--- config.mk ---
export PLATFORM = sky130hd
export DESIGN_NAME = issue_stage
export DESIGN_NICKNAME = d
export VERILOG_FILES = /design/src/source/core_pkg.sv /design/src/source/expipe_pkg.sv /design/src/source/issue_stage.sv /design/src/source/issue_dispatch.sv /design/src/source/issue_queue_fifo.sv /design/src/source/instr_decoder.sv /design/src/source/modn_counter.sv
export SDC_FILE = /design/constraint.sdc
export NUM_CORES = 1
export LEC_CHECK = 0
export BUFFER_PORTS_ARGS = -buffer_cell sky130_fd_sc_hd__buf_4
export CORE_MARGIN = 4
export CORE_UTILIZATION = 44
export DETAILED_ROUTE_END_ITERATION = 8
export GPL_TIMING_DRIVEN = 0
export MAX_ROUTING_LAYER = met4
export PLACE_DENSITY = 0.64
export SYNTH_ARGS = -nofsm -noshare
export SYNTH_HDL_FRONTEND = slang
export SYNTH_HIERARCHICAL = 1
export SYNTH_SLANG_ARGS = --single-unit
--- constraint.sdc ---
create_clock -name clk_i -period 6.6 [get_ports clk_i]
set_clock_uncertainty 0.15 [all_clocks]
set_input_delay 0.33 -clock clk_i [delete_from_list [all_inputs] [get_ports clk_i]]
set_output_delay 0.33 -clock clk_i [all_outputs]
set_load 0.02 [all_outputs]
--- src/source/core_pkg.sv ---
// Instruction-level types shared by the decoder, the dispatcher and the fetch interface
package core_pkg;

    // Raw 32-bit RISC-V instruction word
    typedef logic [31:0] instr_t;

    // Program counter, byte address
    typedef logic [31:0] pc_t;

    // Execution unit class an instruction is steered to
    typedef enum logic [1:0] {
        OP_ALU    = 2'd0,
        OP_BRANCH = 2'd1,
        OP_LSU    = 2'd2
    } op_class_e;

    // Fetched instruction as delivered by the fetch unit
    // pc in the upper half, instruction word in the lower half
    typedef struct packed {
        pc_t    pc;
        instr_t instr;
    } fetch_t;

endpackage
--- src/source/expipe_pkg.sv ---
// Execution-pipeline types used by the issue queue, the dispatcher and the top level
package expipe_pkg;

    import core_pkg::*;

    // One issue queue slot
    // Valid marks an occupied slot, except flags an illegal instruction
    typedef struct packed {
        logic      valid;
        op_class_e op_class;
        logic      except;
        pc_t       pc;
        instr_t    instr;
    } iq_entry_t;

    // Operation handed to an execution unit
    // Same payload for all three units, the unit valid says who owns it
    typedef struct packed {
        logic   except;
        pc_t    pc;
        instr_t instr;
    } issue_op_t;

endpackage

--- src/source/issue_stage.sv ---
// Issue stage top level: decoder, issue queue, head/tail counters and unit dispatcher
`timescale 1ns/1ps

module issue_stage
    import core_pkg::*;
    import expipe_pkg::*;
#(
    parameter int IQ_DEPTH = 4
) (
    input  logic      clk_i,
    input  logic      rst_n_i,
    input  logic      flush_i,
    // Fetch side
    input  logic      fetch_valid_i,
    input  fetch_t    fetch_i,
    output logic      fetch_ready_o,
    // Execution units
    output logic      alu_valid_o,
    input  logic      alu_ready_i,
    output logic      br_valid_o,
    input  logic      br_ready_i,
    output logic      lsu_valid_o,
    input  logic      lsu_ready_i,
    output issue_op_t op_o
);

    localparam int IDX_W = $clog2(IQ_DEPTH);

    iq_entry_t        new_entry;
    iq_entry_t        issued;
    logic             issue_valid;
    logic             issue_ready;
    logic [IDX_W-1:0] head_idx;
    logic [IDX_W-1:0] tail_idx;
    logic             head_cnt_en;
    logic             tail_cnt_en;
    logic             head_cnt_clr;
    logic             tail_cnt_clr;

    instr_decoder i_instr_decoder (
        .fetch_i (fetch_i),
        .entry_o (new_entry)
    );

    issue_queue_fifo #(
        .IQ_DEPTH (IQ_DEPTH)
    ) i_issue_queue_fifo (
        .clk_i          (clk_i),
        .rst_n_i        (rst_n_i),
        .flush_i        (flush_i),
        .fetch_valid_i  (fetch_valid_i),
        .fetch_ready_o  (fetch_ready_o),
        .issue_ready_i  (issue_ready),
        .issue_valid_o  (issue_valid),
        .new_entry_i    (new_entry),
        .issued_o       (issued),
        .head_idx_i     (head_idx),
        .tail_idx_i     (tail_idx),
        .head_cnt_en_o  (head_cnt_en),
        .tail_cnt_en_o  (tail_cnt_en),
        .head_cnt_clr_o (head_cnt_clr),
        .tail_cnt_clr_o (tail_cnt_clr)
    );

    // Head pointer, advanced on every pop
    modn_counter #(
        .IQ_DEPTH (IQ_DEPTH)
    ) i_head_counter (
        .clk_i   (clk_i),
        .rst_n_i (rst_n_i),
        .en_i    (head_cnt_en),
        .clr_i   (head_cnt_clr),
        .count_o (head_idx)
    );

    // Tail pointer, advanced on every push
    modn_counter #(
        .IQ_DEPTH (IQ_DEPTH)
    ) i_tail_counter (
        .clk_i   (clk_i),
        .rst_n_i (rst_n_i),
        .en_i    (tail_cnt_en),
        .clr_i   (tail_cnt_clr),
        .count_o (tail_idx)
    );

    issue_dispatch i_issue_dispatch (
        .issue_valid_i (issue_valid),
        .issue_ready_o (issue_ready),
        .issued_i      (issued),
        .alu_valid_o   (alu_valid_o),
        .alu_ready_i   (alu_ready_i),
        .br_valid_o    (br_valid_o),
        .br_ready_i    (br_ready_i),
        .lsu_valid_o   (lsu_valid_o),
        .lsu_ready_i   (lsu_ready_i),
        .op_o          (op_o)
    );

endmodule

--- src/source/issue_dispatch.sv ---
// Steers the issue queue head to the ALU, branch or load/store unit by operation class
`timescale 1ns/1ps

module issue_dispatch
    import core_pkg::*;
    import expipe_pkg::*;
(
    // Queue side
    input  logic      issue_valid_i,
    output logic      issue_ready_o,
    input  iq_entry_t issued_i,
    // Integer ALU
    output logic      alu_valid_o,
    input  logic      alu_ready_i,
    // Branch unit
    output logic      br_valid_o,
    input  logic      br_ready_i,
    // Load/store unit
    output logic      lsu_valid_o,
    input  logic      lsu_ready_i,
    // Payload shared by all units
    output issue_op_t op_o
);

    always_comb begin
        alu_valid_o   = 1'b0;
        br_valid_o    = 1'b0;
        lsu_valid_o   = 1'b0;
        issue_ready_o = 1'b0;

        // One-hot unit valid, ready taken from the selected unit only
        case (issued_i.op_class)
            OP_ALU: begin
                alu_valid_o   = issue_valid_i;
                issue_ready_o = alu_ready_i;
            end
            OP_BRANCH: begin
                br_valid_o    = issue_valid_i;
                issue_ready_o = br_ready_i;
            end
            OP_LSU: begin
                lsu_valid_o   = issue_valid_i;
                issue_ready_o = lsu_ready_i;
            end
            default: issue_ready_o = 1'b0;
        endcase
    end

    // Queue bookkeeping fields stay behind
    assign op_o.except = issued_i.except;
    assign op_o.pc     = issued_i.pc;
    assign op_o.instr  = issued_i.instr;

endmodule

--- src/source/issue_queue_fifo.sv ---
// Circular issue queue with valid/ready handshakes; pointers come from external counters
`timescale 1ns/1ps

module issue_queue_fifo
    import expipe_pkg::*;
#(
    parameter int IQ_DEPTH = 4
) (
    input  logic                        clk_i,
    input  logic                        rst_n_i,
    input  logic                        flush_i,
    // Fetch side handshake
    input  logic                        fetch_valid_i,
    output logic                        fetch_ready_o,
    // Dispatch side handshake
    input  logic                        issue_ready_i,
    output logic                        issue_valid_o,
    // Entry in and head entry out
    input  iq_entry_t                   new_entry_i,
    output iq_entry_t                   issued_o,
    // Pointer counters
    input  logic [$clog2(IQ_DEPTH)-1:0] head_idx_i,
    input  logic [$clog2(IQ_DEPTH)-1:0] tail_idx_i,
    output logic                        head_cnt_en_o,
    output logic                        tail_cnt_en_o,
    output logic                        head_cnt_clr_o,
    output logic                        tail_cnt_clr_o
);

    // Slot occupancy, one bit per entry
    logic [IQ_DEPTH-1:0] valid_q;
    // Slot payload
    iq_entry_t           data_q [IQ_DEPTH];

    logic fifo_full;
    logic fifo_push;
    logic fifo_pop;

    // Full only when every slot holds an entry
    assign fifo_full = &valid_q;

    // Head slot occupied means something to issue
    assign issue_valid_o = valid_q[head_idx_i];

    // Room for a new entry, or the head leaves on this same edge
    assign fetch_ready_o = !fifo_full || (issue_valid_o && issue_ready_i);

    // Requests coinciding with a flush are discarded
    assign fifo_pop  = issue_valid_o && issue_ready_i && !flush_i;
    assign fifo_push = fetch_valid_i && fetch_ready_o && !flush_i;

    // Pointer control
    assign head_cnt_en_o  = fifo_pop;
    assign tail_cnt_en_o  = fifo_push;
    assign head_cnt_clr_o = flush_i;
    assign tail_cnt_clr_o = flush_i;

    always_ff @(posedge clk_i or negedge rst_n_i) begin
        if (!rst_n_i) begin
            valid_q <= '0;
        end else if (flush_i) begin
            // Dropping the valid bits is enough to empty the queue
            valid_q <= '0;
        end else begin
            if (fifo_pop) begin
                valid_q[head_idx_i] <= 1'b0;
            end
            // On a full queue head and tail coincide, so the push must win
            if (fifo_push) begin
                valid_q[tail_idx_i] <= 1'b1;
            end
        end
    end

    // Payload write port at the tail
    always_ff @(posedge clk_i) begin
        if (fifo_push) begin
            data_q[tail_idx_i] <= new_entry_i;
        end
    end

    // Head read port, valid taken from the occupancy vector
    always_comb begin
        issued_o       = data_q[head_idx_i];
        issued_o.valid = valid_q[head_idx_i];
    end

endmodule

--- src/source/instr_decoder.sv ---
// Combinational decoder that turns a fetched instruction into an issue queue entry
`timescale 1ns/1ps

module instr_decoder
    import core_pkg::*;
    import expipe_pkg::*;
(
    input  fetch_t    fetch_i,
    output iq_entry_t entry_o
);

    // RV32I base opcodes, bits [6:2] of the instruction
    typedef enum logic [4:0] {
        OPC_LOAD   = 5'b00000,
        OPC_OP_IMM = 5'b00100,
        OPC_AUIPC  = 5'b00101,
        OPC_STORE  = 5'b01000,
        OPC_OP     = 5'b01100,
        OPC_LUI    = 5'b01101,
        OPC_BRANCH = 5'b11000,
        OPC_JALR   = 5'b11001,
        OPC_JAL    = 5'b11011
    } base_opc_e;

    base_opc_e opcode;
    logic      quad_ok;

    // Only 32-bit encodings are legal here, low bits must be 11
    assign quad_ok = (fetch_i.instr[1:0] == 2'b11);
    assign opcode  = base_opc_e'(fetch_i.instr[6:2]);

    always_comb begin
        entry_o.valid    = 1'b1;
        entry_o.pc       = fetch_i.pc;
        entry_o.instr    = fetch_i.instr;
        entry_o.op_class = OP_ALU;
        entry_o.except   = 1'b0;

        case (opcode)
            // Integer arithmetic and upper immediates
            OPC_OP, OPC_OP_IMM, OPC_LUI, OPC_AUIPC: entry_o.op_class = OP_ALU;
            // Control transfers
            OPC_BRANCH, OPC_JAL, OPC_JALR:          entry_o.op_class = OP_BRANCH;
            // Memory access
            OPC_LOAD, OPC_STORE:                    entry_o.op_class = OP_LSU;
            default: begin
                // Unknown opcode, the ALU raises the exception
                entry_o.op_class = OP_ALU;
                entry_o.except   = 1'b1;
            end
        endcase

        // Compressed or reserved encodings are illegal whatever the opcode
        if (!quad_ok) begin
            entry_o.op_class = OP_ALU;
            entry_o.except   = 1'b1;
        end
    end

endmodule

--- src/source/modn_counter.sv ---
// Wrapping modulo-IQ_DEPTH pointer counter, instantiated for the issue queue head and tail
`timescale 1ns/1ps

module modn_counter #(
    parameter int IQ_DEPTH = 4
) (
    input  logic                        clk_i,
    input  logic                        rst_n_i,
    input  logic                        en_i,
    input  logic                        clr_i,
    output logic [$clog2(IQ_DEPTH)-1:0] count_o
);

    localparam int IDX_W = $clog2(IQ_DEPTH);

    // Last index before wrapping back to zero
    localparam logic [IDX_W-1:0] LAST_IDX = IDX_W'(IQ_DEPTH - 1);

    logic [IDX_W-1:0] count_q;

    always_ff @(posedge clk_i or negedge rst_n_i) begin
        if (!rst_n_i) begin
            count_q <= '0;
        end else if (clr_i) begin
            // Clear wins over a simultaneous enable
            count_q <= '0;
        end else if (en_i) begin
            if (count_q == LAST_IDX) begin
                count_q <= '0;
            end else begin
                count_q <= count_q + 1'b1;
            end
        end
    end

    assign count_o = count_q;

endmodule

* Word-level counts from Yosys, hierarchy flattened
Memory sizes are Yosys's and may differ from the RTL's.
Index checks and enable logic that the tools add are counted.
** Operators by class
- Magnitude comparators :: 4
- Equal/unequal tests :: 13
- Bitwise logic cells :: 3
- Add/subtract/negate cells :: 2
- Muxes and demuxes :: 25
- Reduce and logical (&&, ||, !) cells :: 17
** Operators by type and width (number)
- 4-bit two-way mux :: 4
- 5-bit by 4-bit == test with 1-bit output, second input constant :: 3
- 5-bit == test, second input constant :: 3
- 2-bit two-way mux :: 6
- 5-bit by 3-bit == test with 1-bit output, second input constant :: 2
- 1-bit two-way mux :: 9
- 9-bit OR reduction :: 1
- 2-bit == test, second input constant :: 4
- 1-bit logical AND :: 6
- 2-bit by 3-bit less-than comparator with 1-bit output, second input constant :: 2
- 5-bit zero test :: 1
- 2-bit by 1-bit adder with 2-bit output, second input constant :: 2
- 4-bit bitwise AND :: 1
- 1-bit demux with 2-bit select :: 2
- 2-bit by 1-bit greater-or-equal comparator with 1-bit output, second input constant :: 2
- 4-bit inverter :: 1
- 4-bit OR :: 1
- 2-bit one-hot mux with 2 select lines :: 1
- 4-bit AND reduction :: 1
- 2-bit nonzero test :: 2
- 3-bit two-way mux :: 1
- 1-bit one-hot mux with 3 select lines :: 1
- 3-bit OR reduction :: 1
- 1-bit binary-select mux with 2-bit select :: 1
- 5 further kinds :: 6
** Word-level totals
- Memories kept :: 1
- Logic and storage cells :: 68
- Output and inout bits :: 69
- Bits in writable memories :: 268
- Bits of input ports :: 71
- Register bits :: 8
** Memories
- i_issue_queue_fifo.data_q :: depth 4, width 67, rd ports 1, clocked after Yosys merged registers in 0, write ports 1, RTL line issue_queue_fifo.sv:33 : iq_entry_t data_q [IQ_DEPTH];

* Longest topological paths before layout
- Depth in word-level cells :: 11
- Mapped depth :: 11
- Gate-level depth less buffers :: 8

* Hierarchy
Netlist, hierarchy kept.
** By module, submodules not included
- issue_queue_fifo :: cells an instance 395, sequential area each 8147.8 sq um, area each 10069.7 sq um, times used 1
- instr_decoder :: cells an instance 75, sequential area each 0.0 sq um, area each 556.8 sq um, times used 1
- issue_dispatch :: cells an instance 71, sequential area each 0.0 sq um, area each 538.0 sq um, times used 1
- modn_counter :: cells an instance 8, sequential area each 50.0 sq um, area each 100.1 sq um, times used 2

* Worst setup path after synthesis
OpenSTA, ideal clock, no wires.
- Path type :: register to register
- Start point :: register i_head_counter.count_q[0] (netlist: i_head_counter/count_o[0])
- End point :: memory i_issue_queue_fifo/data_q[2][0] in the netlist's numbering, enable pin
- Buffers on the path :: 3
- Arrival :: 5043 ps
- Setup slack :: 914 ps
- Data required time :: 5957 ps
- Cell stages (with the launch flop) :: 10
- Setup time :: 493 ps
- Clock period less this slack :: 5686 ps
- Path through :: dfrtp_1 buf_6 buf_6 mux4_1 mux2i_1 o21ai_1 nand2_1 o221a_2 buf_6 nor2_1
** RTL lines
- from (decl) :: RTL line modn_counter.sv:19 : logic [IDX_W-1:0] count_q;
- from (signal assigned) :: RTL line modn_counter.sv:31 : count_q <= count_q + 1'b1;
- to (decl) :: RTL line issue_queue_fifo.sv:33

==> impl_results.md <==
- Outcome: complete, no violations
- Crit start category: register
- Worst-Margin Slew: roughly 0.87 ns
- Net count after synthesis: ~630
- Synth Area per Inst: between 20 and 25 sq um
- Total Power: between 3 and 4 mW
- Max-Slew Margin vs Limit: 0.414
- PortBufs: 82
- Reg2reg path depth: 11
- Final HPWL DP: between 10000 and 15000 microns
- Synth warn: 6
- Worst Path Required: ~6.7 ns
- DP Area: ~0.013 sq mm
- Cell Area, Synth: approximately 0.011 sq mm
- Commonest non-fill, non-tap cells in the layout: edfxtp_1, buf_4, dlygate4sd3_1
- Final setup vio count: 0
- Row cnt: 58
- Share of cells above drive strength 1: 0.459
- Clock sinks: between 200 and 300
- IO Count: 140
- FF-to-FF setup slack: around 2.2 ns
- Post-CTS Setup Bufs: 0
- CP Cell Sequence: buf_2 > clkbuf_1 > mux4_1 > mux2i_1 > o21ai_1 > nand2_1 > o221a_2 > buf_6 > nor2_4 > buf_16 > buf_12
- Largest net degree at the start of global routing: 23
- Vias in the first global route: roughly 6000
- Clk_lat worst skew: 0.55 ns
- R2R Path End: i_issue_queue_fifo/data_q[1][32]$_DFFE_PP_
- Area growth from synthesis to layout: 25.1%
- Final min period: ~4.4 ns
- Clock Path Buffers: 3
- Final Cell Area: between 0.01 and 0.015 sq mm
- Total die area: between 0.02 and 0.03 sq mm
- Worst reg2reg startpoint: i_head_counter/count_o[1]$_DFFE_PN0P_
- RD Place Congestion: about 0.74
- Peak supply drop: 224 uV
- Die span in x: roughly 170 microns
- Leading cell type in the layout, fill and taps excluded: edfxtp_1
- Initial Utilization: 0.449
- Min-Delay Path Class: in2async
- Cts hold-fix bufs: 66
- Leakage: 4.99 nW
- CP Capture Type: register
- Initial DRC count: between 200 and 300
- Antenna-violating nets left: 0
- Crit path DAT: 4.45 ns
- DRC viols: 0
- Cell area power density: between 200 and 300 mW/mm^2
- Drt total wl: 20700 microns
- DR vias: around 5400
- Crit-path max cell delay: about 0.60 ns
- GR Overflow Total: 0
- Hold WS: between 0.03 and 0.04 ns
- Global Route Usage Sum: 0.150
- Unrepaired setup endpoints after global routing: no
- Fmax: about 230 MHz
- Worst-path fanout max: 22
- Via density per instance: 4.95
- H-Tree Depth: 1
- CP Capture Point: i_issue_queue_fifo/data_q[1][32]$_DFFE_PP_
- Final hold viol count: 0
- Die Y: roughly 170 microns
- Initial antenna violation count: 0
- Fillcell total: 1908
- Root Buffer: clkbuf_16
- Worst-path clk slew: about 0.060 ns
- Seq. cell area: ~0.0082 sq mm
- Final net count: between 800 and 900
- Core Area: around 0.025 sq mm
- CP max-delay cell: clkbuf_1
- Crit. Startpoint: i_head_counter/count_o[1]$_DFFE_PN0P_
- Max Slew Vio Count: 0
- First drt pass iteration count: 4
- Max Cap Viol: 0
- Total CTS buffers: 28
- DR WL/cell: 19.0 microns
- Cells after Synth: between 500 and 600
- Setup TNS: 0 ns
- CTS tree: yes
- Final period utilization: 0.663
- First-pass GRT wire length: around 33000 microns
- N_diodes: 0
- Kind of critical path: reg2reg
- Post-CTS Resized: 0
- Area occupied by multi-input gates: 0.00200 sq mm
## worst min-delay path by stage
| stage | from | end | cells past startpoint |
|---|---|---|---|
| floorplan | rst_n_i | i_head_counter/count_o[0]$_DFFE_PN0P_ | 0 |
| global placement | rst_n_i | i_tail_counter/count_o[1]$_DFFE_PN0P_ | 1 |
| detailed placement | rst_n_i | i_issue_queue_fifo/valid_q[3]$_DFF_PN0_ | 1 |
| CTS | rst_n_i | i_head_counter/count_o[1]$_DFFE_PN0P_ | 2 |
| global route | rst_n_i | i_head_counter/count_o[1]$_DFFE_PN0P_ | 2 |
| finish | rst_n_i | i_tail_counter/count_o[1]$_DFFE_PN0P_ | 2 |
## per-stage QoR
step	std cells	worst slack, ns	utilization
after floorplan	554	0.914	-
after global placement	966	-2.13	0.490
after detailed placement	978	2.20	0.503
after CTS	1093	2.16	0.562
after global routing	1093	1.94	0.562
final	1093	2.22	0.562
## layer usage
metal	wire (microns)	up-vias	track usage
met5	0	-	-
met4	464	0	0.0402
met3	912	34	0.0262
met2	10700	141	0.256
met1	8690	2779	0.188
li1	-	2456	-
## critical path, delay by kind of cell, from the launching register on
kind / cells / cell delay (ns)
multiplexers: 2 / 0.70
buffers and inverters: 5 / 1.46
flip-flops: 1 / 0.36
AND/OR/NAND/NOR: 2 / 0.69
AO/OA/AOI/OAI: 2 / 0.69
## area by class of cell
cell class | instances | share of cell area
Sequential cell | 276 | 0.581
Multi-Input combinational cell | 128 | 0.141
Timing Repair Buffer | 160 | 0.111
Buffer | 148 | 0.0790
Clock buffer | 34 | 0.0510
Tap cell | 330 | 0.0291
Clock inverter | 15 | 0.00758
Inverter | 2 | 0.000529
## registers in the layout, indices dropped and copies added, names as in the netlist
name                        cells
i_head_counter/count_o          2
i_issue_queue_fifo/data_q     268
i_issue_queue_fifo/valid_q      4
i_tail_counter/count_o          2
## power by group
group	leakage, nW	total [mW]	internal [mW]	switching, mW
clock network	0.410	1.43	0.814	0.620
logic	2.03	0.314	0.175	0.139
registers	2.56	1.97	1.96	0.00847
total	4.99	3.71	2.95	0.767
No activity file was read; power rests on OpenSTA's default activity.
